==> src/design/acq_config.svh <==
`ifndef ACQ_CONFIG_SVH
`define ACQ_CONFIG_SVH

//////////////////////////////////////////////////
// fifo sizes
`define ACQ_BURST_FIFO_DEPTH 16
`define ACQ_OUT_FIFO_DEPTH 32

// free entries kept in reserve before selects stop
`define ACQ_OUT_ALMOST_FULL_MARGIN 4

//////////////////////////////////////////////////
// trigger time tag
`define ACQ_TIME_WIDTH 42

`endif

==> src/design/trigger_timestamp.sv <==
`timescale 1ns/1ns
`include "acq_config.svh"
`default_nettype none

module trigger_timestamp (
    input  wire                              clk,
    input  wire                              rst_n,
    input  wire                              trig_accept,
    output logic [`ACQ_TIME_WIDTH-1:0]       trigger_time
);

    logic [`ACQ_TIME_WIDTH-1:0] time_count;  // free running, wraps

    always_ff @(posedge clk) begin
        if (!rst_n) begin
            time_count   <= '0;
            trigger_time <= '0;
        end else begin
            time_count <= time_count + 1'b1;
            if (trig_accept) trigger_time <= time_count;  // count at the trig cycle
        end
    end

endmodule

`default_nettype wire

==> config.mk <==
export PLATFORM = sky130hd
export DESIGN_NAME = trigger_timestamp
export DESIGN_NICKNAME = d
export VERILOG_FILES = /design/src/design/trigger_timestamp.sv
export VERILOG_INCLUDE_DIRS = /design/src /design/src/design
export SDC_FILE = /design/constraint.sdc
export NUM_CORES = 1
export LEC_CHECK = 0
export ABC_CLOCK_PERIOD_IN_PS = 5000
export BUFFER_PORTS_ARGS = -buffer_cell sky130_fd_sc_hd__buf_2
export CORE_MARGIN = 2
export CORE_UTILIZATION = 25
export DETAILED_ROUTE_END_ITERATION = 7
export PLACE_DENSITY_LB_ADDON = 0.12
export SYNTH_ARGS = -nofsm -noshare
export SYNTH_HDL_FRONTEND = slang
export SYNTH_SLANG_ARGS = --single-unit
==> constraint.sdc <==
create_clock -name clk -period 5 [get_ports clk]
set_input_delay 0.75 -clock clk [delete_from_list [all_inputs] [get_ports clk]]
set_output_delay 0.75 -clock clk [all_outputs]
set_load 0.01 [all_outputs]
Word level (Yosys, flattened, before mapping):

Cells that the tools add are included.
Widths: inputs -> output; s select.

* bits in registers: 84
* input port bits: 3
* output and inout port bits: 42
* logic and storage cells: 3

* add/subtract/negate cells: 1

Operator list (number)
* $add 42x1->42 const B: 1

Depth between registers and ports, before layout:

* depth after elaboration: 1
* gate-level depth with buffers: 7
* mapped depth without buffers: 5

Least setup slack after synthesis:

No wires, ideal clock.

* path type: input port to flip-flop
* start point: input trig_accept
* end point: register trigger_time[35]
* setup time: 0.128 ns
* arrival time: 1.698 ns
* data required time: 4.872 ns
* setup slack: 3.174 ns
* cell stages on the path: 4
* path buffers: 2
* path through: clkbuf_1 -> buf_1 -> mux2i_1 -> nor2_1

RTL lines
* start, declared: RTL line trigger_timestamp.sv:8 `input wire trig_accept,`
* end signal, assigned: RTL line trigger_timestamp.sv:20 `if (trig_accept) trigger_time <= time_count;`
* end, declared: RTL line trigger_timestamp.sv:9 `` output logic [`ACQ_TIME_WIDTH-1:0] trigger_time ``

Worst setup path after layout:

* start point: register time_count[5]
* end point: register time_count[17]

* cells in the longest elaborated chain, start to end: 1

RTL lines
* start, declared: RTL line trigger_timestamp.sv:12 `` logic [`ACQ_TIME_WIDTH-1:0] time_count; ``
* start signal, assigned: RTL line trigger_timestamp.sv:19 `time_count <= time_count + 1'b1;`
* $add 42x1->42: RTL line trigger_timestamp.sv:19

Every way passes these cells.
A chain may end at the register's enable or synchronous reset.

==> metrics.log <==
INFO  metric result_of_the_run = finished clean
INFO  metric ctsHtreeMaxLevel = 3
INFO  metric ys_dominant_reg_cell = sky130_fd_sc_hd__dfxtp_1
INFO  metric p_int = between 1 and 1.5 mW
INFO  metric final_max_slew_viol_count = 0
INFO  metric fillers = 1,484
INFO  metric synth.mux.area_fraction = between 10% and 20%
INFO  metric timing.final.ws_setup = 2.43 ns
INFO  metric required_time_at_the_endpoint_of_the_critical_path = 5.28 ns
INFO  metric finalHoldViolCount = 0
INFO  metric post_dp_cell_area = 3820 µm²
INFO  metric period_needed = 2.57 ns
INFO  metric synth_compound_gate_area_share = 7.55%
INFO  metric holdPathStages = 2
INFO  metric first_global_vias = 2,549
INFO  metric antenna_violations_before_repair = 0
INFO  metric grt_first_pass_wirelength = approximately 13,000 µm
INFO  metric die-height = 122 µm
INFO  metric synth-seq-area-share = 48.6%
INFO  metric cts-resized-gates = 0
INFO  metric worst_slew_margin_rel = 39.1%
INFO  metric xor_xnor_share_of_the_synthesized_area = roughly 2.8%
INFO  metric p_comb_share = 2.8%
INFO  metric num_vias = 2,749
INFO  metric syn_area = 3460 µm²
INFO  metric final_design_area_no_fill = 4110 µm²
INFO  metric cts_buffer_depth = 2
INFO  metric setup.worst_path.start_class = flop
INFO  metric dpl_worst_slack = 2.38 ns
INFO  metric yosysTopAreaCellShare = ~50%
INFO  metric synth-simple-area-share = 22.5%
INFO  metric count_of_final_setup_violators = 0
INFO  metric first_iter_violations = 115
INFO  metric route.final.wire_length = 7770 µm
INFO  metric vias_per_cell = approximately 4.7
INFO  metric switchingPower = around 0.29 mW
INFO  metric drive_above_1_share = 16.2%
INFO  metric place_hpwl = a little over 5000 µm
INFO  metric synth-adder-area-share = 0.361%
INFO  metric root_cell_of_the_clock_tree = sky130_fd_sc_hd__clkbuf_16
INFO  metric p_sw_share = 21.0%
INFO  metric synthesis.yosys.warnings = 0
INFO  metric area.growth.synth_to_final = 18.7%
INFO  metric placeableCoreArea = between 10,000 and 15,000 µm²
INFO  metric post_synth_inst_count = 371
INFO  metric synth_area_leader_cell = sky130_fd_sc_hd__dfxtp_1
INFO  metric yosys_register_bits = 84
INFO  metric grt_start_max_net_pins = 43
INFO  metric share_clk_of_total_power = a little under half
INFO  metric skew_pair_late_insertion_delay = 0.34 ns
INFO  metric postSynthNetCount = 375
INFO  metric skew = 0.00848 ns
INFO  metric synth_top_family_by_area = simple AND/OR/NAND/NOR gates
INFO  metric drc = 0
INFO  metric count_leader_synth = sky130_fd_sc_hd__dfxtp_1
INFO  metric placement_rows = 43
INFO  metric critPathMaxFanout = 25
INFO  metric numClockSinks = 84
INFO  metric initial_core_util = roughly a quarter
INFO  metric drv_cap = 0
INFO  metric finalWeightedCongestion = between 0.7 and 0.8
INFO  metric maxClockFrequency = a little under 400 MHz
INFO  metric rsz0062_at_grt = false
INFO  metric routedWlPerCell = 13.2 µm
INFO  metric synth_edf_count = 0
INFO  metric antenna-diode-count = 0
INFO  metric irDropWorstVdd = 0.140 mV
INFO  metric nets = 408
INFO  metric worstMarginPinSlew = 0.910 ns
INFO  metric drtAntennaViolNets = 0
INFO  metric cp-end-kind = flop
INFO  metric worst-endpoint-arrival = 2.85 ns
INFO  metric die_width = 122 µm
INFO  metric post-route-period-util = 51.5%
INFO  metric power_density = 334 nW/µm²
INFO  metric synth.top_cells.by_count = 84 x sky130_fd_sc_hd__dfxtp_1, 54 x sky130_fd_sc_hd__nor2_1, 50 x sky130_fd_sc_hd__mux2i_1
INFO  metric synth_cell_type_count = 34
INFO  metric worst-r2r-cell-count = 4
INFO  metric grt.total_usage = 11.2%
INFO  metric postSynth.asyncResetShare = 0%
INFO  metric fin_setup_tns = 0 ns
INFO  metric firstDrtPassIters = 4
INFO  metric synthTopCellsByArea = sky130_fd_sc_hd__dfxtp_1 49%, sky130_fd_sc_hd__mux2i_1 14%, sky130_fd_sc_hd__nor2_1 5.9%
INFO  metric syn_avg_cell_area = 9.33 µm²
INFO  metric die-area = 14,800 µm²
INFO  metric post_cts.repair.setup_buffers = 0
INFO  metric cellLeakagePower = 1.61 nW
INFO  metric clk_pin_slew_worst_paths = around 0.060 ns
INFO  metric seqPwrFrac = 49.2%
INFO  metric tritoncts.num_buffers = 9
INFO  metric path_class = flop to flop
INFO  metric placement.io_buffers = 44
INFO  metric io_pins = 45
INFO  metric timing.hold.worst.class = flop to flop
INFO  metric cts-hold-fix-buffers = 0
INFO  metric tritoncts = built
INFO  metric gr-total-overflow = 0
-- placed cells by master (no fill, tap or decap), types with 7 or more instances in the layout --
cell                        Yosys  final
sky130_fd_sc_hd__clkbuf_16      0      9
sky130_fd_sc_hd__or3_1          8      8
sky130_fd_sc_hd__or4_1         10     10
sky130_fd_sc_hd__a21oi_1       17     17
sky130_fd_sc_hd__nor2_1        54     54
sky130_fd_sc_hd__nand2b_1       9      9
sky130_fd_sc_hd__nand3_1       12     12
sky130_fd_sc_hd__xor2_1         7      7
sky130_fd_sc_hd__mux2i_1       50     50
sky130_fd_sc_hd__nor4_1         9      9
sky130_fd_sc_hd__o31ai_1        9      9
sky130_fd_sc_hd__dfxtp_1       84     84
sky130_fd_sc_hd__inv_1          8      8
sky130_fd_sc_hd__o21ai_0        8      8
sky130_fd_sc_hd__nand2_1       21     21
sky130_fd_sc_hd__nand4_1       12     12
sky130_fd_sc_hd__buf_2          0     44
-- layer usage --
metal  part of all wire, %  GRT usage, %
met3                   4.1          4.03
met5                     0             0
met4                   1.2          3.88
met2                    46          17.9
met1                    49          13.8
-- worst paths after layout --
kind	from	end	slack (ns)
max	time_count[5]	time_count[17]	2.43
max reg2reg	time_count[5]	time_count[17]	2.43
min	time_count[41]	time_count[41]	0.47
min reg2reg	time_count[41]	time_count[41]	0.47
-- registers in the layout, summed over array words and instances (netlist names) --
name          count
trigger_time     42
time_count       42
-- layout make-up --
type                    instances  area (µm²)  area share, %
repair buffers                 46         235           5.72
multi-input cells             254        1650           40.1
flip-flops and latches         84        1680           40.9
clock inverters                 2        35.0          0.852
inverters                       9        33.8          0.822
clock buffers                  13         250           6.09
well taps                     180         225           5.48
-- kinds of logic after synthesis --
group | Yosys count
flops | 84
mux | 50
simple gates | 150
xor+xnor | 11
compound gates | 42
fa+ha+maj | 1
buf+inv | 33
-- power by group through the flow --
stage          clock network [mW]  registers, mW  logic, mW
6_report                    0.658          0.675     0.0381
5_1_grt                     0.702          0.676     0.0425
4_1_cts                     0.681          0.675     0.0394
3_5_place_dp                    0          0.690     0.0393
3_3_place_gp                    0          0.690     0.0395
2_1_floorplan                   0          0.690     0.0295
-- stage by stage --
stage,power [mW],util (%),hold slack [ns],std cells
detailed placement,0.730,27.9,0.469,573
floorplan,0.720,-,0.437,371
global route,1.42,30.0,0.513,588
finish,1.37,30.0,0.470,588
global placement,0.730,27.9,0.461,573
CTS,1.40,30.0,0.480,588
-- worst max-delay path, cell delays in order (launching register included) --
cell                      delay [ns]
sky130_fd_sc_hd__dfxtp_1        0.43
sky130_fd_sc_hd__and4_1         0.33
sky130_fd_sc_hd__nand4_1        0.75
sky130_fd_sc_hd__or4_2          0.85
sky130_fd_sc_hd__a21oi_1        0.15
(Power assumes the default switching activity.)
