--- config.mk ---
export PLATFORM = sky130hd
export DESIGN_NAME = adc_burst_collector
export DESIGN_NICKNAME = d
export VERILOG_FILES = /design/src/design/acq_config.svh /design/src/design/acq_format_pkg.sv /design/src/design/adc_burst_collector.sv
export SDC_FILE = /design/constraint.sdc
export NUM_CORES = 1
export LEC_CHECK = 0
export ABC_AREA = 1
export BUFFER_PORTS_ARGS = -buffer_cell sky130_fd_sc_hd__buf_2
export CORE_MARGIN = 3
export CORE_UTILIZATION = 30
export CTS_CLUSTER_SIZE = 10
export DETAILED_ROUTE_END_ITERATION = 8
export GPL_TIMING_DRIVEN = 0
export MAX_ROUTING_LAYER = met4
export SYNTH_ARGS = -nofsm -noshare
export SYNTH_HDL_FRONTEND = slang
export SYNTH_SLANG_ARGS = --single-unit
--- constraint.sdc ---
create_clock -name clk -period 3.85 [get_ports clk]
set_input_delay 0.5775 -clock clk [delete_from_list [all_inputs] [get_ports clk]]
set_output_delay 0.5775 -clock clk [all_outputs]
set_load 0.01 [all_outputs]
--- src/design/acq_config.svh ---
`ifndef ACQ_CONFIG_SVH
`define ACQ_CONFIG_SVH

//////////////////////////////////////////////////
// fifo sizes
`define ACQ_BURST_FIFO_DEPTH 16
`define ACQ_OUT_FIFO_DEPTH 32

// free entries kept in reserve before selects stop
`define ACQ_OUT_ALMOST_FULL_MARGIN 4

//////////////////////////////////////////////////
// trigger time tag
`define ACQ_TIME_WIDTH 42

`endif

--- src/design/acq_format_pkg.sv ---
`default_nettype none

package acq_format_pkg;

    typedef struct packed {
        logic [11:0] sample_hi;      // newer sample of the pair
        logic        ovr_hi;         // over-range for sample_hi
        logic [11:0] sample_lo;      // older sample
        logic        ovr_lo;         // over-range for sample_lo, bit 0
    } adc_pair_t;                    // 26 bits

    typedef struct packed {
        adc_pair_t dat3;             // newest pair
        adc_pair_t dat2;
        adc_pair_t dat1;
        adc_pair_t dat0;             // oldest pair, lowest bits
    } sample_burst_t;                // 104 bits

    typedef enum logic [3:0] {
        tag_fill_hdr = 4'd1,
        tag_wave_hdr = 4'd2,
        tag_data     = 4'd3,
        tag_checksum = 4'd4
    } content_tag_e;

    typedef struct packed {
        content_tag_e tag;           // content tag, bits 131:128
        logic [127:0] payload;
    } acq_word_t;                    // 132 bits

    // sign-extended data always has 00 or 11 in the top two bits
    localparam logic [1:0] hdr_marker = 2'b01;

endpackage

`default_nettype wire

--- src/design/adc_burst_collector.sv ---
`timescale 1ns/1ns
`default_nettype none

module adc_burst_collector (
    input  wire                             clk,
    input  wire                             rst_n,
    input  wire                             fill_start,
    input  wire acq_format_pkg::adc_pair_t  adc_pair,
    input  wire                             adc_valid,
    input  wire                             capture_en,
    input  wire                             burst_full,
    output acq_format_pkg::sample_burst_t   burst_word,
    output logic                            burst_push,
    output logic                            burst_pushed,
    output logic                            burst_overrun
);

    acq_format_pkg::adc_pair_t [3:0] pairs;  // pairs[0] oldest
    logic [1:0] slot;
    logic [1:0] slot_eff;
    logic       capture_q;
    logic       group_done;                  // four pairs gathered last cycle

    assign slot_eff     = (capture_en && !capture_q) ? 2'd0 : slot;  // restart on rise
    assign burst_word   = acq_format_pkg::sample_burst_t'(pairs);
    assign burst_push   = group_done && !burst_full;
    assign burst_pushed = burst_push;

    always_ff @(posedge clk) begin
        if (adc_valid) pairs[slot_eff] <= adc_pair;
    end

    always_ff @(posedge clk) begin
        if (!rst_n) begin
            slot          <= 2'd0;
            capture_q     <= 1'b0;
            group_done    <= 1'b0;
            burst_overrun <= 1'b0;
        end else begin
            capture_q  <= capture_en;
            group_done <= adc_valid && capture_en && (slot_eff == 2'd3);
            if (adc_valid) slot <= slot_eff + 1'b1;  // wraps after slot 3
            if (fill_start) burst_overrun <= 1'b0;
            else if (group_done && burst_full) burst_overrun <= 1'b1;  // burst lost
        end
    end

endmodule

`default_nettype wire

; ---- Word-level counts from Yosys, hierarchy flattened
; Cells that the tools add are included.
; Widths: inputs -> output; s select.
[classes]
addsub = 1
n_lt_le_gt_ge = 2
eq_ne = 1
mux = 4
n_bitwise = 1
n_reduce_logical = 9
[op_table]
columns = op, count
row1 = $bwmux 104, 1
row2 = $demux 26 s2, 1
row3 = $mux 26, 1
row4 = $logic_and 1x1->1, 6
row5 = $lt 2x3->1 const B, 1
row6 = $add 2x1->2 const B, 1
row7 = $eq 2x2->1 const B, 1
row8 = $ge 2x1->1 const B, 1
row9 = $logic_not 1->1, 2
row10 = $mux 2, 1
row11 = $reduce_or 2->1, 1
row12 = $not 1->1, 1
[word_totals]
ff_bits = 109
input_bits = 32
out_inout_bits = 107
word_cells = 38

; ---- Depth between registers and ports, before layout
; Gate-level depths: netlist (run 1).
[logic_depth]
word_depth = 8
depth_mapped = 7
mapped_depth_nobuf = 7

; ---- Least setup slack after synthesis (run 1)
; OpenSTA, ideal clock, no wires.
[synth_timing]
kind = input -> register
start = input capture_en
end = register pairs (netlist bit burst_word[100]), enable pin
setup_ps = 381
t_arrival_ps = 1521
slack_ps = 1948
cell_stages = 6
cell_sequence = nand2_1 -> nand2_2 -> inv_1 -> ha_1 -> nand2_1 -> inv_1
[synth_rtl]
columns = element, line
row1 = start: declaration, adc_burst_collector.sv:10  ; input wire capture_en,
row2 = end signal: indexed assignment, adc_burst_collector.sv:30  ; if (adc_valid) pairs[slot_eff] <= adc_pair;
row3 = end: declaration, adc_burst_collector.sv:18  ; acq_format_pkg::adc_pair_t [3:0] pairs;

==> results.json, run 1 <==
{
  "netlist.top_cell.by_area": "edfxtp_1",
  "p_leak_nw": 1.80,
  "grt_overflow": 0,
  "setup_viol": 0,
  "drive_above_1_share_pct": 52.9,
  "reg2reg_slack_ps": 1770,
  "path_cells": "buf_2, nand2_1, nand2_2, inv_1, ha_1, nand2_1, inv_1",
  "place_ws_ps": 1340,
  "antenna_found_initial": 0,
  "grt_max_degree": 27,
  "crit_path_max_incr_delay_ps": 870,
  "reg2reg_from": "capture_q",
  "first_pass_iters": 4,
  "vias_per_cell": 4.10,
  "setup_ws_ps": 1750,
  "cts_setup_buffers": 0,
  "yosysMostFrequentCell": "edfxtp_1",
  "synthFlopType": "edfxtp_1",
  "power_density_mw_per_mm2": 502,
  "dp_hpwl_um": 4450,
  "route.detailed.drc": 0,
  "cts_made_buffers": 9,
  "final_max_slew_viol_count": 0,
  "r2r-end": "burst_word[97]",
  "numPortBuffers": 137,
  "crit_buf_inv": 3,
  "multiInputGateArea_um2": 118,
  "holdPathEnd": "burst_overrun",
  "clockRootBuffer": "clkbuf_16",
  "cp.arrival_ps": 2050,
  "slowest_stage": "inv_1",
  "cts.clk_slew.worst_paths_ps": 70,
  "fp.dieW_um": 112,
  "drv_cap": 0,
  "relSlewSlack_pct": 18.2,
  "min_path_type": "in -> reg",
  "cts_tree": "yes",
  "synthCells": 142,
  "hold_buffers": 0,
  "crit_start": "capture_en",
  "ys_seq_area_share_pct": 94.9,
  "hold_violations": 0,
  "min_period_ps": 2100,
  "synth_seq_cells": 109,
  "synth_edf_count": 104,
  "place_congestion": 0.722,
  "final_nets": 325,
  "place_inst": 419,
  "clock_skew_ps": 6.55,
  "n_antenna_cell": 0,
  "ys_types": 14,
  "grt_pass1_wl_um": 10000,
  "core_area_mm2": 0.0109,
  "htree_levels": 3,
  "cp-end-kind": "flop",
  "required_ps": 3800,
  "syn_area_mm2": 0.00340,
  "max_freq_mhz": 475,
  "tns_ps": 0,
  "seq_area_mm2": 0.00322,
  "synth_nets": 177,
  "hp-start": "fill_start",
  "hold_depth": 2,
  "vias": 1785,
  "clock_sinks": 109,
  "finalPower_mw": 2.27,
  "r2r_cells": 7,
  "cts_resized": 0,
  "rsz0062_at_grt": "false",
  "clk_latency_ps": 330,
  "synthDominantCellAreaShare_pct": 91.9,
  "ir_worst_vdd_uv": 234,
  "synthArstFlopShare_pct": 0,
  "final_util_pct": 41.4,
  "drtAntennaViolNets": 0,
  "drt-total-wl_um": 6680,
  "die_y_um": 112,
  "yosys-top-cells-count": "104 x edfxtp_1, 10 x inv_1, 7 x nand2_1, 5 x dfxtp_1, 3 x ha_1",
  "ioPinCount": 139,
  "status": "finished, final reports clean",
  "rows": 38,
  "period_share_pct": 54.6,
  "clockBufferDepth": 2,
  "synth_area_leaders": "edfxtp_1 92%, dfxtp_1 2.9%, ha_1 1.1%, inv_1 1.1%, nand2_1 0.77%",
  "n_fill_cell": 1007,
  "crit_type": "in -> reg",
  "detail_route.wl_per_cell_um": 15.3,
  "critPathTopFamily": "buffers and inverters",
  "worstMarginPinSlew_ps": 1230,
  "grt_pass1_vias": 1821,
  "initial_core_util_pct": 31.1,
  "start_kind": "input port",
  "yosysWarnings": 0,
  "initialDrtViolationCount": 109,
  "synth.avg_cell_area_um2": 23.9,
  "syn2layout_area_growth_pct": 33.2,
  "final_cells": 435,
  "grt_use_total_pct": 11.1,
  "crit_fanout": 26,
  "dieArea_mm2": 0.0126
}
-- sequential cells by signal, indices dropped and copies added (netlist names) --
register and flops:
burst_overrun 1, burst_word 104, capture_q 1, group_done 1
slot 2
-- metrics by stage --
stage	cell area (um^2)	hold WS [ps]
finish	4530	409
global route	4530	402
CTS	4530	399
detailed placement	4260	484
global placement	4260	479
floorplan	3400	466
-- worst max path at each step --
stage	to	cells after the start	slack, ps
floorplan	burst_word[100]	6	1950
global route	burst_word[96]	7	1570
finish	burst_word[97]	7	1750
CTS	burst_word[96]	7	1700
global placement	burst_word[97]	7	1370
detailed placement	burst_word[97]	7	1340
-- final cells by class --
| cell class | count | area share, % |
|---|---|---|
| sequential | 109 | 71.2 |
| timing repair buffer | 137 | 15.2 |
| clock buffer | 9 | 4.98 |
| tap | 140 | 3.87 |
| multi-input combinational | 20 | 2.60 |
| clock inverter | 7 | 0.940 |
| inverter | 11 | 0.912 |
| buffer | 2 | 0.332 |
-- logic make-up (layout without fill, tap and decap cells) --
family                     count (synthesis)  count (layout)  synth area share, %
and+or+nand+nor                           13              13                 1.66
AOI/OAI and AO/OA                          4               4                0.700
adders and majority gates                  3               3                 1.11
DFF                                      109             109                 94.9
buffers and inverters                     13             166                 1.66
-- report_power, final --
group          leakage, nW  switching [mW]  total (mW)  internal (mW)
combinational        0.680          0.0687       0.104         0.0352
clock                0.120           0.387       0.819          0.433
sequential           0.996         0.00859        1.35           1.34
total                 1.80           0.464        2.27           1.81
-- per-layer routing --
metal / GRT usage [%] / part of all wire, % / vias to the layer above / routed length (um)
li1: - / - / 828 / -
met1: 13.7 / 42 / 860 / 2790
met2: 16.4 / 49 / 91 / 3260
met3: 4.85 / 8.5 / 6 / 570
met4: 4.01 / 0.91 / 0 / 61
met5: - / 0 / - / 0
-- cells in the final DEF, fill, tap and decap left out --
cell / netlist / routed
inv_2: 1 / 1
dfxtp_1: 5 / 5
buf_2: 0 / 137
edfxtp_1: 104 / 104
nor2_1: 2 / 2
nand2_2: 2 / 2
buf_4: 2 / 2
nor3_1: 1 / 1
clkinv_4: 0 / 1
nand3_1: 1 / 1
inv_1: 10 / 10
ha_1: 3 / 3
nand2_1: 7 / 7
a21oi_2: 1 / 1
o21ai_1: 1 / 1
clkinv_1: 0 / 3
a21oi_1: 2 / 2
clkbuf_16: 0 / 9
clkinvlp_4: 0 / 3
No activity file was read; power rests on OpenSTA's default activity.
==> inputs of run 2 (changes only) <==
--- a/config.mk
+++ b/config.mk
@@ -5,7 +5,7 @@
 export SDC_FILE = /design/constraint.sdc
 export NUM_CORES = 1
 export LEC_CHECK = 0
-export ABC_AREA = 1
+export ABC_AREA = 0
 export BUFFER_PORTS_ARGS = -buffer_cell sky130_fd_sc_hd__buf_2
 export CORE_MARGIN = 3
 export CORE_UTILIZATION = 30
==> constraint.sdc (replaced) <==
create_clock -name clk -period 1.83 [get_ports clk]
set_input_delay 0.2745 -clock clk [delete_from_list [all_inputs] [get_ports clk]]
set_output_delay 0.2745 -clock clk [all_outputs]
set_load 0.01 [all_outputs]
==> results.json, run 2 <==
{
  "synth_fa_ha_area_share_pct": 1.11,
  "dieArea_mm2": 0.0126,
  "start_kind": "flop",
  "synth_area_leaders": "edfxtp_1 92%, dfxtp_1 3.0%, and2_1 1.1%, ha_1 1.1%, nand2_1 0.33%",
  "largest_reg_flops": 104,
  "n_antenna_cell": 0,
  "cts_made_buffers": 9,
  "synth_seq_cells": 109,
  "grt_pass1_wl_um": 10500,
  "layout_commonest_cell": "buf_2",
  "yosys-top-cells-count": "104 x edfxtp_1, 6 x and2_1, 5 x dfxtp_1, 3 x ha_1, 3 x nand2_1",
  "synth-compound-area-share_pct": 0.998,
  "first_pass_iters": 4,
  "muxShareOfSynthArea_pct": 0,
  "die_y_um": 112,
  "final_util_pct": 42.2,
  "drive_above_1_share_pct": 54.9,
  "syn2layout_area_growth_pct": 36.4,
  "grt_max_degree": 28,
  "yosysMostFrequentCell": "edfxtp_1",
  "critPathTopFamily": "simple AND/OR/NAND/NOR gates",
  "netlist.top_cell.by_area": "edfxtp_1",
  "ys_seq_area_share_pct": 95.2,
  "holdWs_ps": 98.9,
  "synth_xor_xnor_area_share_pct": 0,
  "hold_buffers": 0,
  "antenna_found_initial": 0,
  "dp_hpwl_um": 4870,
  "setup_viol": 0,
  "drtAntennaViolNets": 0,
  "cts.clk_slew.worst_paths_ps": 60,
  "numPortBuffers": 138,
  "synthArstFlopShare_pct": 0,
  "synth.avg_cell_area_um2": 25.6,
  "clockRootBuffer": "clkbuf_16",
  "required_ps": 1870,
  "vias": 1769,
  "initialDrtViolationCount": 101,
  "rsz0062_at_grt": "false",
  "synthFlopType": "edfxtp_1",
  "cp.arrival_ps": 1730,
  "grt_overflow": 0,
  "path_cells": "nand2b_1, and2_1, ha_1, and2_4, buf_8",
  "yosys.area_share.simple_pct": 2.48,
  "clockBufferDepth": 2,
  "ys_types": 16,
  "synth_nets": 167,
  "final_nets": 319,
  "worstMarginPinSlew_ps": 606,
  "drv_cap": 0,
  "grt_use_total_pct": 11.6,
  "synth_top_family_by_area": "simple AND/OR/NAND/NOR gates",
  "syn_area_mm2": 0.00339,
  "place_congestion": 0.728,
  "detail_route.wl_per_cell_um": 15.9,
  "crit_path_max_incr_delay_ps": 300,
  "drt-total-wl_um": 6810,
  "slowest_stage": "dfxtp_1",
  "synthDominantCellAreaShare_pct": 92.2,
  "max_freq_mhz": 591,
  "crit_fanout": 14,
  "status": "finished, final reports clean",
  "core_area_mm2": 0.0109,
  "rows": 38,
  "yosysWarnings": 0,
  "relSlewSlack_pct": 59.5,
  "min_path_type": "in -> reg",
  "fp.dieW_um": 112,
  "synth_edf_count": 104,
  "synthCells": 132,
  "cts_setup_buffers": 0,
  "clk_latency_ps": 330,
  "ir_worst_vdd_uv": 484,
  "ioPinCount": 139,
  "period_share_pct": 92.5,
  "clock_sinks": 109,
  "final_max_slew_viol_count": 0,
  "power_density_mw_per_mm2": 1060,
  "clock_skew_ps": 4.73,
  "cp-end-kind": "flop",
  "grt_pass1_vias": 1864,
  "crit_type": "reg -> reg",
  "cts_tree": "yes",
  "crit_buf_inv": 1,
  "vias_per_cell": 4.13,
  "p_leak_nw": 1.80,
  "final_cell_mix": "138 x buf_2, 104 x edfxtp_1, 9 x clkbuf_16, 5 x dfxtp_1, 4 x and2_1",
  "hold_violations": 0,
  "initial_core_util_pct": 31.0,
  "min_period_ps": 1690,
  "route.detailed.drc": 0,
  "htree_levels": 3
}
[run 2: cell count changes after synthesis, moves of 2 or more]
cell,delta
nand2_2,-2
and2_1,+6
inv_1,-10
nor2_1,-2
nand2_1,-4
[run 2: cell type report]
type	instances	area [um^2]
sequential	109	3220
clock buffer	10	229
clock inverter	5	52.6
fill	1012	6320
timing repair buffer	141	761
buffer	1	7.51
tap	140	175
multi-input combinational	22	171
[run 2: worst paths after layout]
path                                     from        endpoint  slack (ps)  cells after the start
worst max-delay path                capture_q  burst_word[32]         140                      5
worst min-delay path               fill_start   burst_overrun         100                      2
worst max register to register      capture_q  burst_word[32]         140                      5
worst min register to register  burst_overrun   burst_overrun         510                      2
[run 2: metrics by stage]
stage	instances	TNS, ps	setup slack, ps	area (um^2)	total power [mW]
2_1_floorplan	132	0	17.7	3390	2.98
3_5_place_dp	413	-14600	-437	4330	3.15
6_report	428	0	138	4620	4.91
5_1_grt	428	0	11.8	4620	5.12
4_1_cts	428	0	28.8	4620	4.98
3_3_place_gp	410	-42810	-584	4260	3.12
[run 2: repair_timing]
action / CTS / global route
endpoints found under the setup margin: 52 / 15
cloned: 0 / 0
gates resized for setup: 3 / 1
[run 2: cell families (layout without fill, tap and decap cells)]
group	after synthesis	in the layout
buf+inv	1	157
flops	109	109
simple gates	14	14
fa+ha+maj	3	3
compound gates	5	5
[run 2: power by group]
part	total, mW	switching (mW)	internal (mW)
clock network	1.82	0.772	1.04
registers	2.84	0.0192	2.82
logic	0.248	0.151	0.0974
total	4.91	0.942	3.96
[run 2: worst reg2reg max path, delay by kind of cell, from the launching register on]
kind,cells,cell delay (ps)
adder cells (fa/ha/maj),1,150
buffers and inverters,1,200
flip-flops,1,300
AND/OR/NAND/NOR,3,740
[run 2: per-layer routing]
metal	part of all wire [%]	up-vias	GRT usage, %
li1	-	823	-
met1	40	855	13.2
met2	51	78	18.7
met3	7.1	13	3.29
met4	2.2	0	5.85
met5	0	-	-
