===== config.mk =====
export PLATFORM = sky130hd
export DESIGN_NAME = acq_sync_fifo
export DESIGN_NICKNAME = d
export VERILOG_FILES = /design/src/design/acq_config.svh /design/src/design/acq_sync_fifo.sv
export SDC_FILE = /design/constraint.sdc
export NUM_CORES = 1
export LEC_CHECK = 0
export ABC_AREA = 1
export BUFFER_PORTS_ARGS = -buffer_cell sky130_fd_sc_hd__buf_2
export CORE_ASPECT_RATIO = 1.4
export CORE_MARGIN = 4
export CORE_UTILIZATION = 50
export CTS_CLUSTER_DIAMETER = 100
export CTS_CLUSTER_SIZE = 8
export DETAILED_ROUTE_END_ITERATION = 8
export PLACE_DENSITY = 0.74
export SLEW_MARGIN = 10
export SYNTH_ARGS = -nofsm -noshare
export SYNTH_HDL_FRONTEND = slang
export SYNTH_SLANG_ARGS = --single-unit

===== constraint.sdc =====
create_clock -name clk -period 3.65 [get_ports clk]
set_input_delay 0.365 -clock clk [delete_from_list [all_inputs] [get_ports clk]]
set_output_delay 0.365 -clock clk [all_outputs]
set_load 0.02 [all_outputs]

===== src/design/acq_config.svh =====
`ifndef ACQ_CONFIG_SVH
`define ACQ_CONFIG_SVH

//////////////////////////////////////////////////
// fifo sizes
`define ACQ_BURST_FIFO_DEPTH 16
`define ACQ_OUT_FIFO_DEPTH 32

// free entries kept in reserve before selects stop
`define ACQ_OUT_ALMOST_FULL_MARGIN 4

//////////////////////////////////////////////////
// trigger time tag
`define ACQ_TIME_WIDTH 42

`endif


===== src/design/acq_sync_fifo.sv =====
`timescale 1ns/1ns
`default_nettype none

module acq_sync_fifo #(
    parameter type payload_t = logic [7:0],
    parameter int  depth     = 16
) (
    input  wire                           clk,
    input  wire                           rst_n,
    input  wire                           push,
    input  wire payload_t                 push_data,
    input  wire                           pop,
    output payload_t                      pop_data,
    output logic                          empty,
    output logic                          full,
    output logic [$clog2(depth+1)-1:0]    free_count
);

    localparam int ptr_w = (depth > 1) ? $clog2(depth) : 1;
    localparam int cnt_w = $clog2(depth + 1);

    payload_t         mem [depth];
    logic [ptr_w-1:0] wr_ptr;
    logic [ptr_w-1:0] rd_ptr;
    logic [cnt_w-1:0] count;                 // occupancy
    logic             do_push;
    logic             do_pop;

    assign do_push    = push && !full;       // push while full dropped
    assign do_pop     = pop && !empty;       // pop while empty ignored
    assign empty      = count == '0;
    assign full       = count == cnt_w'(depth);
    assign free_count = cnt_w'(depth) - count;
    assign pop_data   = mem[rd_ptr];         // fall-through head

    always_ff @(posedge clk) begin
        if (do_push) mem[wr_ptr] <= push_data;
    end

    always_ff @(posedge clk) begin
        if (!rst_n) begin
            wr_ptr <= '0;
            rd_ptr <= '0;
            count  <= '0;
        end else begin
            if (do_push) wr_ptr <= (wr_ptr == ptr_w'(depth - 1)) ? '0 : wr_ptr + 1'b1;
            if (do_pop) rd_ptr <= (rd_ptr == ptr_w'(depth - 1)) ? '0 : rd_ptr + 1'b1;
            case ({do_push, do_pop})
                2'b10:   count <= count + 1'b1;
                2'b01:   count <= count - 1'b1;
                default: count <= count;     // both or neither
            endcase
        end
    end

endmodule

`default_nettype wire


# After elaboration in Yosys (flattened, before gate mapping)
# Memory sizes are Yosys's and may differ from the RTL's. A register that Yosys moved wholly into a read port is not among the register bits.
# Cells that the tools add are included.
# word_totals
memories	1
latchBits	0
ram_bits	128
output_inout_bits	15
regBits	13
elab_cells	27
mem_bits_ro	0
# op_classes
reduce_logical	6
magnitude_cmp	0
n_eq_ne	5
n_div	0
muxes	7
bitwise	0
shifts	0
n_addsub	5
n_mul	0
# memory_table
memory	words	width	read_ports	rd_clocked_by_memory_dff	write_ports	line	source
mem	16	8	1	1	1	acq_sync_fifo.sv:22	payload_t mem [depth];
# ops
op	n
$mux W4	4
$pmux W5 S2	1
$add A4 B1 Y4 const B	2
$eq A4 B4 Y1 const B	2
$add A5 B1 Y5 const B	1
$eq A5 B5 Y1 const B	1
$logic_not A5 Y1	1
$sub A5 B1 Y5 const B	1
$sub A5 B5 Y5 const A	1
$eq A2 B1 Y1 const B	1
$eq A2 B2 Y1 const B	1
$logic_and A1 B1 Y1	2
$logic_not A1 Y1	2
$mux W1	2
$reduce_bool A2 Y1	1

# Depth between registers and ports, before layout
# Gate-level depths: netlist of the first run.
# depth
ltp_word	5
depth_mapped	21
ltp_nobuf	20

# Least setup slack after synthesis of the first run
# Ideal clock, no wire load.
# synth_timing
path_kind	flip-flop to flip-flop
startpoint	reg count[0]
endpoint	reg count[2]
path_buffers	1
synth_period_minus_slack_ns	2.625
setup_time_ns	0.115
setup_slack_ns	1.025
t_arrival_ns	2.510
stages_incl_launch_ff	18
cell_sequence	dfxtp_1 -> inv_1 -> ha_1 -> nand2_1 -> nor2_1 -> ha_1 -> nor2_1 -> ha_1 -> buf_2 -> nand2_1 -> inv_1 -> nor2_1 -> ha_1 -> inv_1 -> nand2_1 -> xor2_1 -> o21ai_0 -> inv_1
# synth_via
elab_chain_cells	5
elab_cells_between_ends	12
classes_between	2 x add/sub; 3 x eq/ne; 1 x mux; 6 x reduce/logical
# synth_rtl
element	line	source
start, declared	acq_sync_fifo.sv:25	logic [cnt_w-1:0] count;
start signal, assigned	acq_sync_fifo.sv:49	2'b10: count <= count + 1'b1;
start signal, assigned	acq_sync_fifo.sv:50	2'b01: count <= count - 1'b1;
start signal, assigned	acq_sync_fifo.sv:51	default: count <= count;
$logic_not A5 Y1 (*)	acq_sync_fifo.sv:31	assign empty = count == '0;
via empty	acq_sync_fifo.sv:14	output logic empty,
$logic_not A1 Y1 (*)	acq_sync_fifo.sv:30	assign do_pop = pop && !empty;
$logic_and A1 B1 Y1 (*)	acq_sync_fifo.sv:30	
$eq A2 B1 Y1 / $eq A2 B2 Y1 (equally long branches)	acq_sync_fifo.sv:48	case ({do_push, do_pop})
$pmux W5 S2 / $reduce_bool A2 Y1 (equally long branches)	--	
# The timed path passes the listed nets; every way through them passes the cells marked *.
# A chain may end at the register's enable or synchronous reset.

# Final worst setup path of the first run
# layout_timing
startpoint	reg count[0]
endpoint	reg count[4]
# layout_via
elab_chain_cells	5
elab_cells_between_ends	12
classes_between	2 x add/sub; 3 x eq/ne; 1 x mux; 6 x reduce/logical
# layout_rtl
element	line
$eq A5 B5 Y1 / $logic_not A5 Y1 (equally long branches)	acq_sync_fifo.sv:32, acq_sync_fifo.sv:31
$logic_not A1 Y1 (on tied branches)	acq_sync_fifo.sv:29, acq_sync_fifo.sv:30
$logic_and A1 B1 Y1 (on tied branches)	acq_sync_fifo.sv:29, acq_sync_fifo.sv:30
$eq A2 B1 Y1 / $eq A2 B2 Y1 (equally long branches)	acq_sync_fifo.sv:48
$pmux W5 S2 / $reduce_bool A2 Y1 (equally long branches)	--
# Parallel ways exist; a longest one is shown, timed or not.

==> impl_metrics.csv, run 1 <==
group,metric,value,unit
global_route,gr-usage-all-layers,19.3,%
yosys,postSynthCellCount,557,
die,io-pin-count,27,
global_route,grt_overflow_total,0,
worst_setup_path,cp-start-kind,"flip-flop",
yosys,dominantRegCellSynth,"edfxtp_1",
yosys,ys_async_sr_fraction,0,%
yosys,yosysMostFrequentCell,"edfxtp_1",
route,routed_wire_per_std_cell,17.4,um
global_route,grt_start_max_net_pins,86,
yosys,synth_top_area_cell,"edfxtp_1",
die,die-area,14400,um^2
route,detail_route.drc_violations,0,
yosys,post_synth_fa_ha_maj_area_fraction,2.19,%
worst_setup_path,worst_path_dominant_cell_family,"simple AND/OR/NAND/NOR gates",
layout,area_growth_syn_to_layout,12.3,%
worst_setup_path,setup_slack_on_the_worst_flop_to_flop_path,0.70,ns
worst_setup_path,timing.critical_path.required,3.97,ns
clock_network,tritoncts_clock_tree,"built",
yosys,synth_cell_types,24,
die,floorplan.initialDensity,51.0,%
worst_setup_path,crit_path_max_incr_delay,0.44,ns
route,antenna_violating_nets_post_route,0,
yosys,synth_fp_nets,580,
flow_run,maxCapViolCount,0,
route,post_drt_via_cell_ratio,5.51,
sta,finClkSkew,0.00890,ns
sta,relSlewSlack,35.6,%
global_route,grt_pass1_wl,21000,um
route,number_of_vias_in_the_routed_layout,4085,
route,detail_route.wirelength,12900,um
status,run_status,"finished, final reports clean",
clock_network,worstSkewPairLatency,0.42,ns
yosys,synth_edf_count,128,
clock_network,cts-resized-gates,0,
worst_setup_path,cp_num_buf_inv,4,
yosys,post_synth_instance_area,6280,um^2
sta,tightestPinTransition,0.963,ns
layout,antenna_cells_inserted,0,
worst_setup_path,worst_ep_arrival_time,3.27,ns
global_route,vias_in_the_first_global_route,4121,
yosys,synth_mux_area_share,0,%
place,detailedPlace.worstSlack,0.749,ns
yosys,synth_warnings,0,
clock_network,cts.htree.levels,4,
yosys,synth.yosys.seq_area_share,66.6,%
clock_network,cts-root-to-sink-buffers,2,
yosys,ys_seq_elements,145,
route,drt_iter0_markers,315,
sta,report.final.setup_viol,0,
power_and_ir_drop,power.density,727,nW/um^2
sta,post-route-worst-setup-slack,0.695,ns
sta,final-hold-violation-count,0,
sta,whs,0.268,ns
yosys,yosys.area_share.xor_xnor,0.837,%
worst_setup_path,timing.critical_path.mode_cell,"nand2_1",
layout,finalNetCount,601,
power_and_ir_drop,vdd_drop_max,585,uV
yosys,synth_compound_area_share,11.2,%
sta,final.setup.tns,0,ns
die,floorplan.die.width,103,um
clock_network,clock_sinks,145,
worst_setup_path,critPathKind,"reg -> reg",
yosys,synth_top_cells_by_area,"edfxtp_1 61%, inv_1 5.6%, dfxtp_1 5.4%, nand3_1 4.7%, nand2_1 4.1%",
clock_network,cts.reportedPaths.clkPinSlew,0.06,ns
layout,final_cell_count_no_fill,741,
place,placed_cell_area,6480,um^2
worst_setup_path,cp_cell_sequence,"inv_1, ha_1, nand2_1, nor2_1, ha_1, nor2_1, ha_1, nand2_1, inv_1, nor2_1, ha_1, inv_1, nand2_1, nand3_1, nand2_1, nand2_1, nand3_1, nand2_1, inv_1",
die,rows,48,
sta,timing.fmax,0.338,GHz
global_route,number_of_antenna_violations_at_the_first_check_in_global_routing,0,
clock_network,clk_root_buffer_cell,"clkbuf_16",
yosys,syn_avg_cell_area,11.3,um^2
die,core,12300,um^2
sta,minimum_clock_period_after_layout,2.95,ns
sta,rsz0062_at_grt,"no",
die,die_height,141,um
place,final_weighted_congestion_in_routability_driven_placement,0.881,
yosys,synth_top_family_by_area,"compound AO/OA/AOI/OAI gates",
hold_path,hold_class,"in -> reg",
layout,finish.instance_area,7050,um^2
place,place.detailed.hpwl,8230,um
clock_network,number_of_buffers_created_by_cts,17,
route,detailed_routing_iteration_count_for_the_pre_antenna_repair_pass,5,
yosys,synthDominantCellAreaShare,61.2,%
worst_setup_path,critPathSlowestCell,"dfxtp_1",
yosys,post_synth_most_frequent_cells,"128 x edfxtp_1, 93 x inv_1, 69 x nand2_1, 59 x nand3_1",
worst_setup_path,endpoint_kind,"flip-flop",
sta,fin_crit_sh,80.9,%
clock_network,hold_buffers,0,
layout,drive_above_1_share,11.7,%
worst_setup_path,largest_fanout_on_the_critical_path,7,
yosys,post_synth_and_or_nand_nor_area_fraction,11.1,%
clock_network,cts_setup_buffers,0,
place,quantity_of_i_o_buffers_inserted_on_ports,26,
power_and_ir_drop,total_leakage_power,2.68,nW
sta,final_max_slew_viol_count,0,
place,placed_cells,709,
==> area by class of cell <==
cell class / count / area [um^2]
Tap cell: 150 / 188
Timing Repair Buffer: 29 / 165
Fill cell: 965 / 5260
Clock buffer: 18 / 429
Sequential cell: 145 / 4190
Clock inverter: 14 / 146
Multi-Input combinational cell: 292 / 1590
Inverter: 93 / 349
==> cells by family after synthesis <==
group           Yosys count
compound gates          114
xor+xnor                  6
buf+inv                 120
simple gates            161
fa+ha+maj                11
flops                   145
==> report_power, final <==
part           total (W)  switching [W]  internal, W
clock            0.00168       0.000627      0.00106
sequential       0.00210       0.000198      0.00190
combinational    0.00135       0.000864     0.000481
==> worst min-delay path, stage by stage <==
cell	delay [ns]
buf_2	0.15
o21ai_0	0.08
a21oi_1	0.05
==> flip-flops by register name, indices dropped and copies added (netlist names), named ones only <==
name and count:
wr_ptr 4, mem 128, rd_ptr 4, count 5
==> per-layer routing <==
metal / GRT usage [%] / vias to the layer above / routed length [um]
met2: 31.6 / 133 / 6400
met1: 23.4 / 1963 / 5370
met3: 5.10 / 28 / 666
met4: 9.40 / 0 / 467
met5: 0 / - / 0
li1: - / 1961 / -
==> path summary, 6_finish.rpt <==
| check | startpoint | end | cells past startpoint |
|---|---|---|---|
| setup / recovery | count[0] | count[4] | 19 |
| hold / removal | rst_n | count[1] | 3 |
| setup reg to reg | count[0] | count[4] | 19 |
| hold reg to reg | rd_ptr[2] | rd_ptr[2] | 2 |
==> per-stage QoR <==
stage	utilization [%]	total power (W)
floorplan	-	0.00313
global placement	52.6	0.00340
detailed placement	52.6	0.00346
CTS	57.3	0.00513
global route	57.3	0.00542
finish	57.3	0.00513
==> cells in the final DEF, fill, tap and decap left out, types with 3 or more instances in the layout <==
master      Yosys  routed
edfxtp_1      128     128
inv_1          93      93
nand2_1        69      69
nand3_1        59      59
a21oi_1        40      40
o21ai_0        40      40
nor2_1         26      26
buf_2          16      26
o211ai_1       22      22
clkbuf_16       0      17
dfxtp_1        17      15
ha_1           11      11
o211ai_2       10      10
clkinv_1        0       5
xor2_1          3       3
xnor2_1         3       3
nor3_1          3       3
clkinv_2        0       3
bufinv_16       0       3
clkinvlp_4      0       3
Power figures use the tool's default switching activity.
==> run 2: changes to the inputs <==
Clock period 3.65 ns to 2.77 ns, I/O delays scaled along.
==> run 2 against run 1 <==
- sequential share of layout area is 1.6 points lower
- clock skew down 0.0015 ns
- cell area increased by 2.8%
- critical path depth is 1 higher
- clock power grew 32%
- combinational power rose by 43%
- utilization rose by 1.6 points
- register-to-register slack worse by 0.50 ns
- cell count up 3.0%
- setup slack got worse by 0.50 ns
- fmax rose by 15%
- critical endpoint unchanged
- largest cell class unchanged
==> impl_metrics.csv, run 2 (same netlist as run 1, synthesis figures left out) <==
group,metric,value,unit
clock_network,cts.reportedPaths.clkPinSlew,0.06,ns
global_route,gr-usage-all-layers,19.6,%
route,detail_route.wirelength,13100,um
die,die_height,141,um
route,dr.max_layer_used,"met4",
sta,report.final.setup_viol,0,
sta,fin_crit_sh,92.8,%
die,io-pin-count,27,
worst_setup_path,endpoint_kind,"flip-flop",
global_route,vias_in_the_first_global_route,4144,
sta,final_max_slew_viol_count,0,
power_and_ir_drop,power.internal,0.00461,W
power_and_ir_drop,pwr-share-clk,32.2,%
flow_run,maxCapViolCount,0,
sta,tightestPinTransition,0.726,ns
place,final_weighted_congestion_in_routability_driven_placement,0.845,
layout,max_flop_register,"mem",
clock_network,worstSkewPairLatency,0.42,ns
clock_network,cts.htree.levels,4,
layout,final_cell_count_no_fill,763,
clock_network,number_of_buffers_created_by_cts,17,
layout,area_growth_syn_to_layout,15.5,%
global_route,grt_start_max_net_pins,55,
worst_setup_path,largest_fanout_on_the_critical_path,7,
layout,layout.core_utilization,58.9,%
route,drt_iter0_markers,366,
die,core,12300,um^2
worst_setup_path,worst_ep_arrival_time,2.89,ns
sta,final-hold-violation-count,0,
route,met1Wirelength,5230,um
worst_setup_path,critPathKind,"reg -> reg",
route,detail_route.drc_violations,0,
place,place.detailed.hpwl,8420,um
power_and_ir_drop,total_leakage_power,2.79,nW
sta,relSlewSlack,51.4,%
power_and_ir_drop,power_frac_comb,28.1,%
global_route,grt_overflow_total,0,
layout,largestRegisters,"mem (128), count (5)",
route,route.met2.wl,6800,um
layout,finalNetCount,623,
die,floorplan.initialDensity,51.0,%
sta,finClkSkew,0.00737,ns
worst_setup_path,cp-start-kind,"flip-flop",
clock_network,tritoncts_clock_tree,"built",
place,quantity_of_i_o_buffers_inserted_on_ports,26,
route,antenna_violating_nets_post_route,0,
route,met3RoutedLength,814,um
sta,timing.fmax,0.389,GHz
global_route,grt_pass1_wl,21200,um
worst_setup_path,timing.critical_path.required,3.08,ns
power_and_ir_drop,switching_share,32.9,%
clock_network,clock_sinks,145,
route,routed_wire_per_std_cell,17.2,um
power_and_ir_drop,vdd_drop_max,571,uV
layout,antenna_cells_inserted,0,
layout,layout_common_cells,"128 x edfxtp_1, 91 x inv_1, 69 x nand2_1",
status,run_status,"finished, final reports clean",
die,rows,48,
route,detailed_routing_iteration_count_for_the_pre_antenna_repair_pass,5,
power_and_ir_drop,power.density,947,nW/um^2
layout,layout_commonest_cell,"edfxtp_1",
clock_network,clk_root_buffer_cell,"clkbuf_16",
power_and_ir_drop,net-switching-power,0.00226,W
route,number_of_vias_in_the_routed_layout,4156,
die,die-area,14400,um^2
global_route,number_of_antenna_violations_at_the_first_check_in_global_routing,0,
layout,largest_reg_flops,128,
route,post_drt_via_cell_ratio,5.45,
power_and_ir_drop,power.share.sequential,39.7,%
place,placed_cells,729,
die,floorplan.die.width,103,um
sta,minimum_clock_period_after_layout,2.57,ns
clock_network,cts-root-to-sink-buffers,2,
layout,drive_above_1_share,15.8,%
hold_path,hold_class,"in -> reg",
sta,rsz0062_at_grt,"no",
[run 2: cell types whose count changed in the layout (fill, tap and decap cells not counted)]
cell	previous run	this run
ha_2	0	1
buf_4	2	23
nor2_1	26	24
inv_1	93	91
ha_1	11	9
nor2_2	1	3
inv_2	0	2
ha_4	0	1
buf_12	1	2
[run 2: power groups by stage]
| stage | clock network, W | registers, W | logic, W |
|---|---|---|---|
| floorplan | 0 | 0.00260 | 0.00152 |
| global placement | 0 | 0.00276 | 0.00180 |
| detailed placement | 0 | 0.00277 | 0.00187 |
| CTS | 0.00224 | 0.00273 | 0.00190 |
| global route | 0.00235 | 0.00276 | 0.00216 |
| finish | 0.00221 | 0.00273 | 0.00193 |
[run 2: critical path: stages, from the launching register on]
cell	delay, ns
dfxtp_1	0.34
inv_2	0.10
ha_1	0.20
nand2_1	0.07
nor2_1	0.16
ha_2	0.24
nor2_4	0.05
inv_2	0.11
ha_4	0.20
nand2_1	0.09
inv_1	0.10
nor2_2	0.05
ha_1	0.19
inv_1	0.06
nand2_1	0.08
nand3_1	0.12
nand2_1	0.07
nand2_1	0.07
nand3_1	0.06
nand2_1	0.06
inv_1	0.03
[run 2: path summary, 6_finish.rpt]
path,from,endpoint,slack [ns],cells past startpoint
hold / removal,rst_n,rd_ptr[2],0.20,3
setup / recovery,count[1],count[4],0.20,20
setup reg to reg,count[1],count[4],0.20,20
hold reg to reg,rd_ptr[2],rd_ptr[2],0.51,2
[run 2: layer usage]
metal / track usage, % / vias up
met5: 0 / -
li1: - / 1999
met4: 6.63 / 0
met2: 33.7 / 149
met1: 23.9 / 1983
met3: 4.60 / 25
[run 2: repair_timing]
action	CTS	global route
gates resized for setup	2	5
pin swaps	0	1
endpoints found under the setup margin	2	4
setup buffers	0	2
hold buffers	0	0
[run 2: cell type report]
class / instances / area [um^2]
fillers: 964 / 5060
flip-flops and latches: 145 / 4190
multi-input cells: 292 / 1610
clock buffers: 18 / 429
inverters: 93 / 349
repair buffers: 51 / 343
well taps: 150 / 188
clock inverters: 14 / 146
[run 2: per-stage QoR]
step | area (um^2) | setup TNS, ns | hold slack [ns] | power [W] | setup slack (ns)
after floorplan | 6280 | 0 | 0.376 | 0.00412 | 0.145
after global placement | 6640 | 0 | 0.476 | 0.00456 | 0.179
after detailed placement | 6640 | -0.0647 | 0.504 | 0.00464 | -0.0647
after CTS | 7220 | 0 | 0.163 | 0.00686 | 0.0343
after global routing | 7250 | 0 | 0.199 | 0.00726 | 0.0235
final | 7250 | 0 | 0.200 | 0.00686 | 0.198
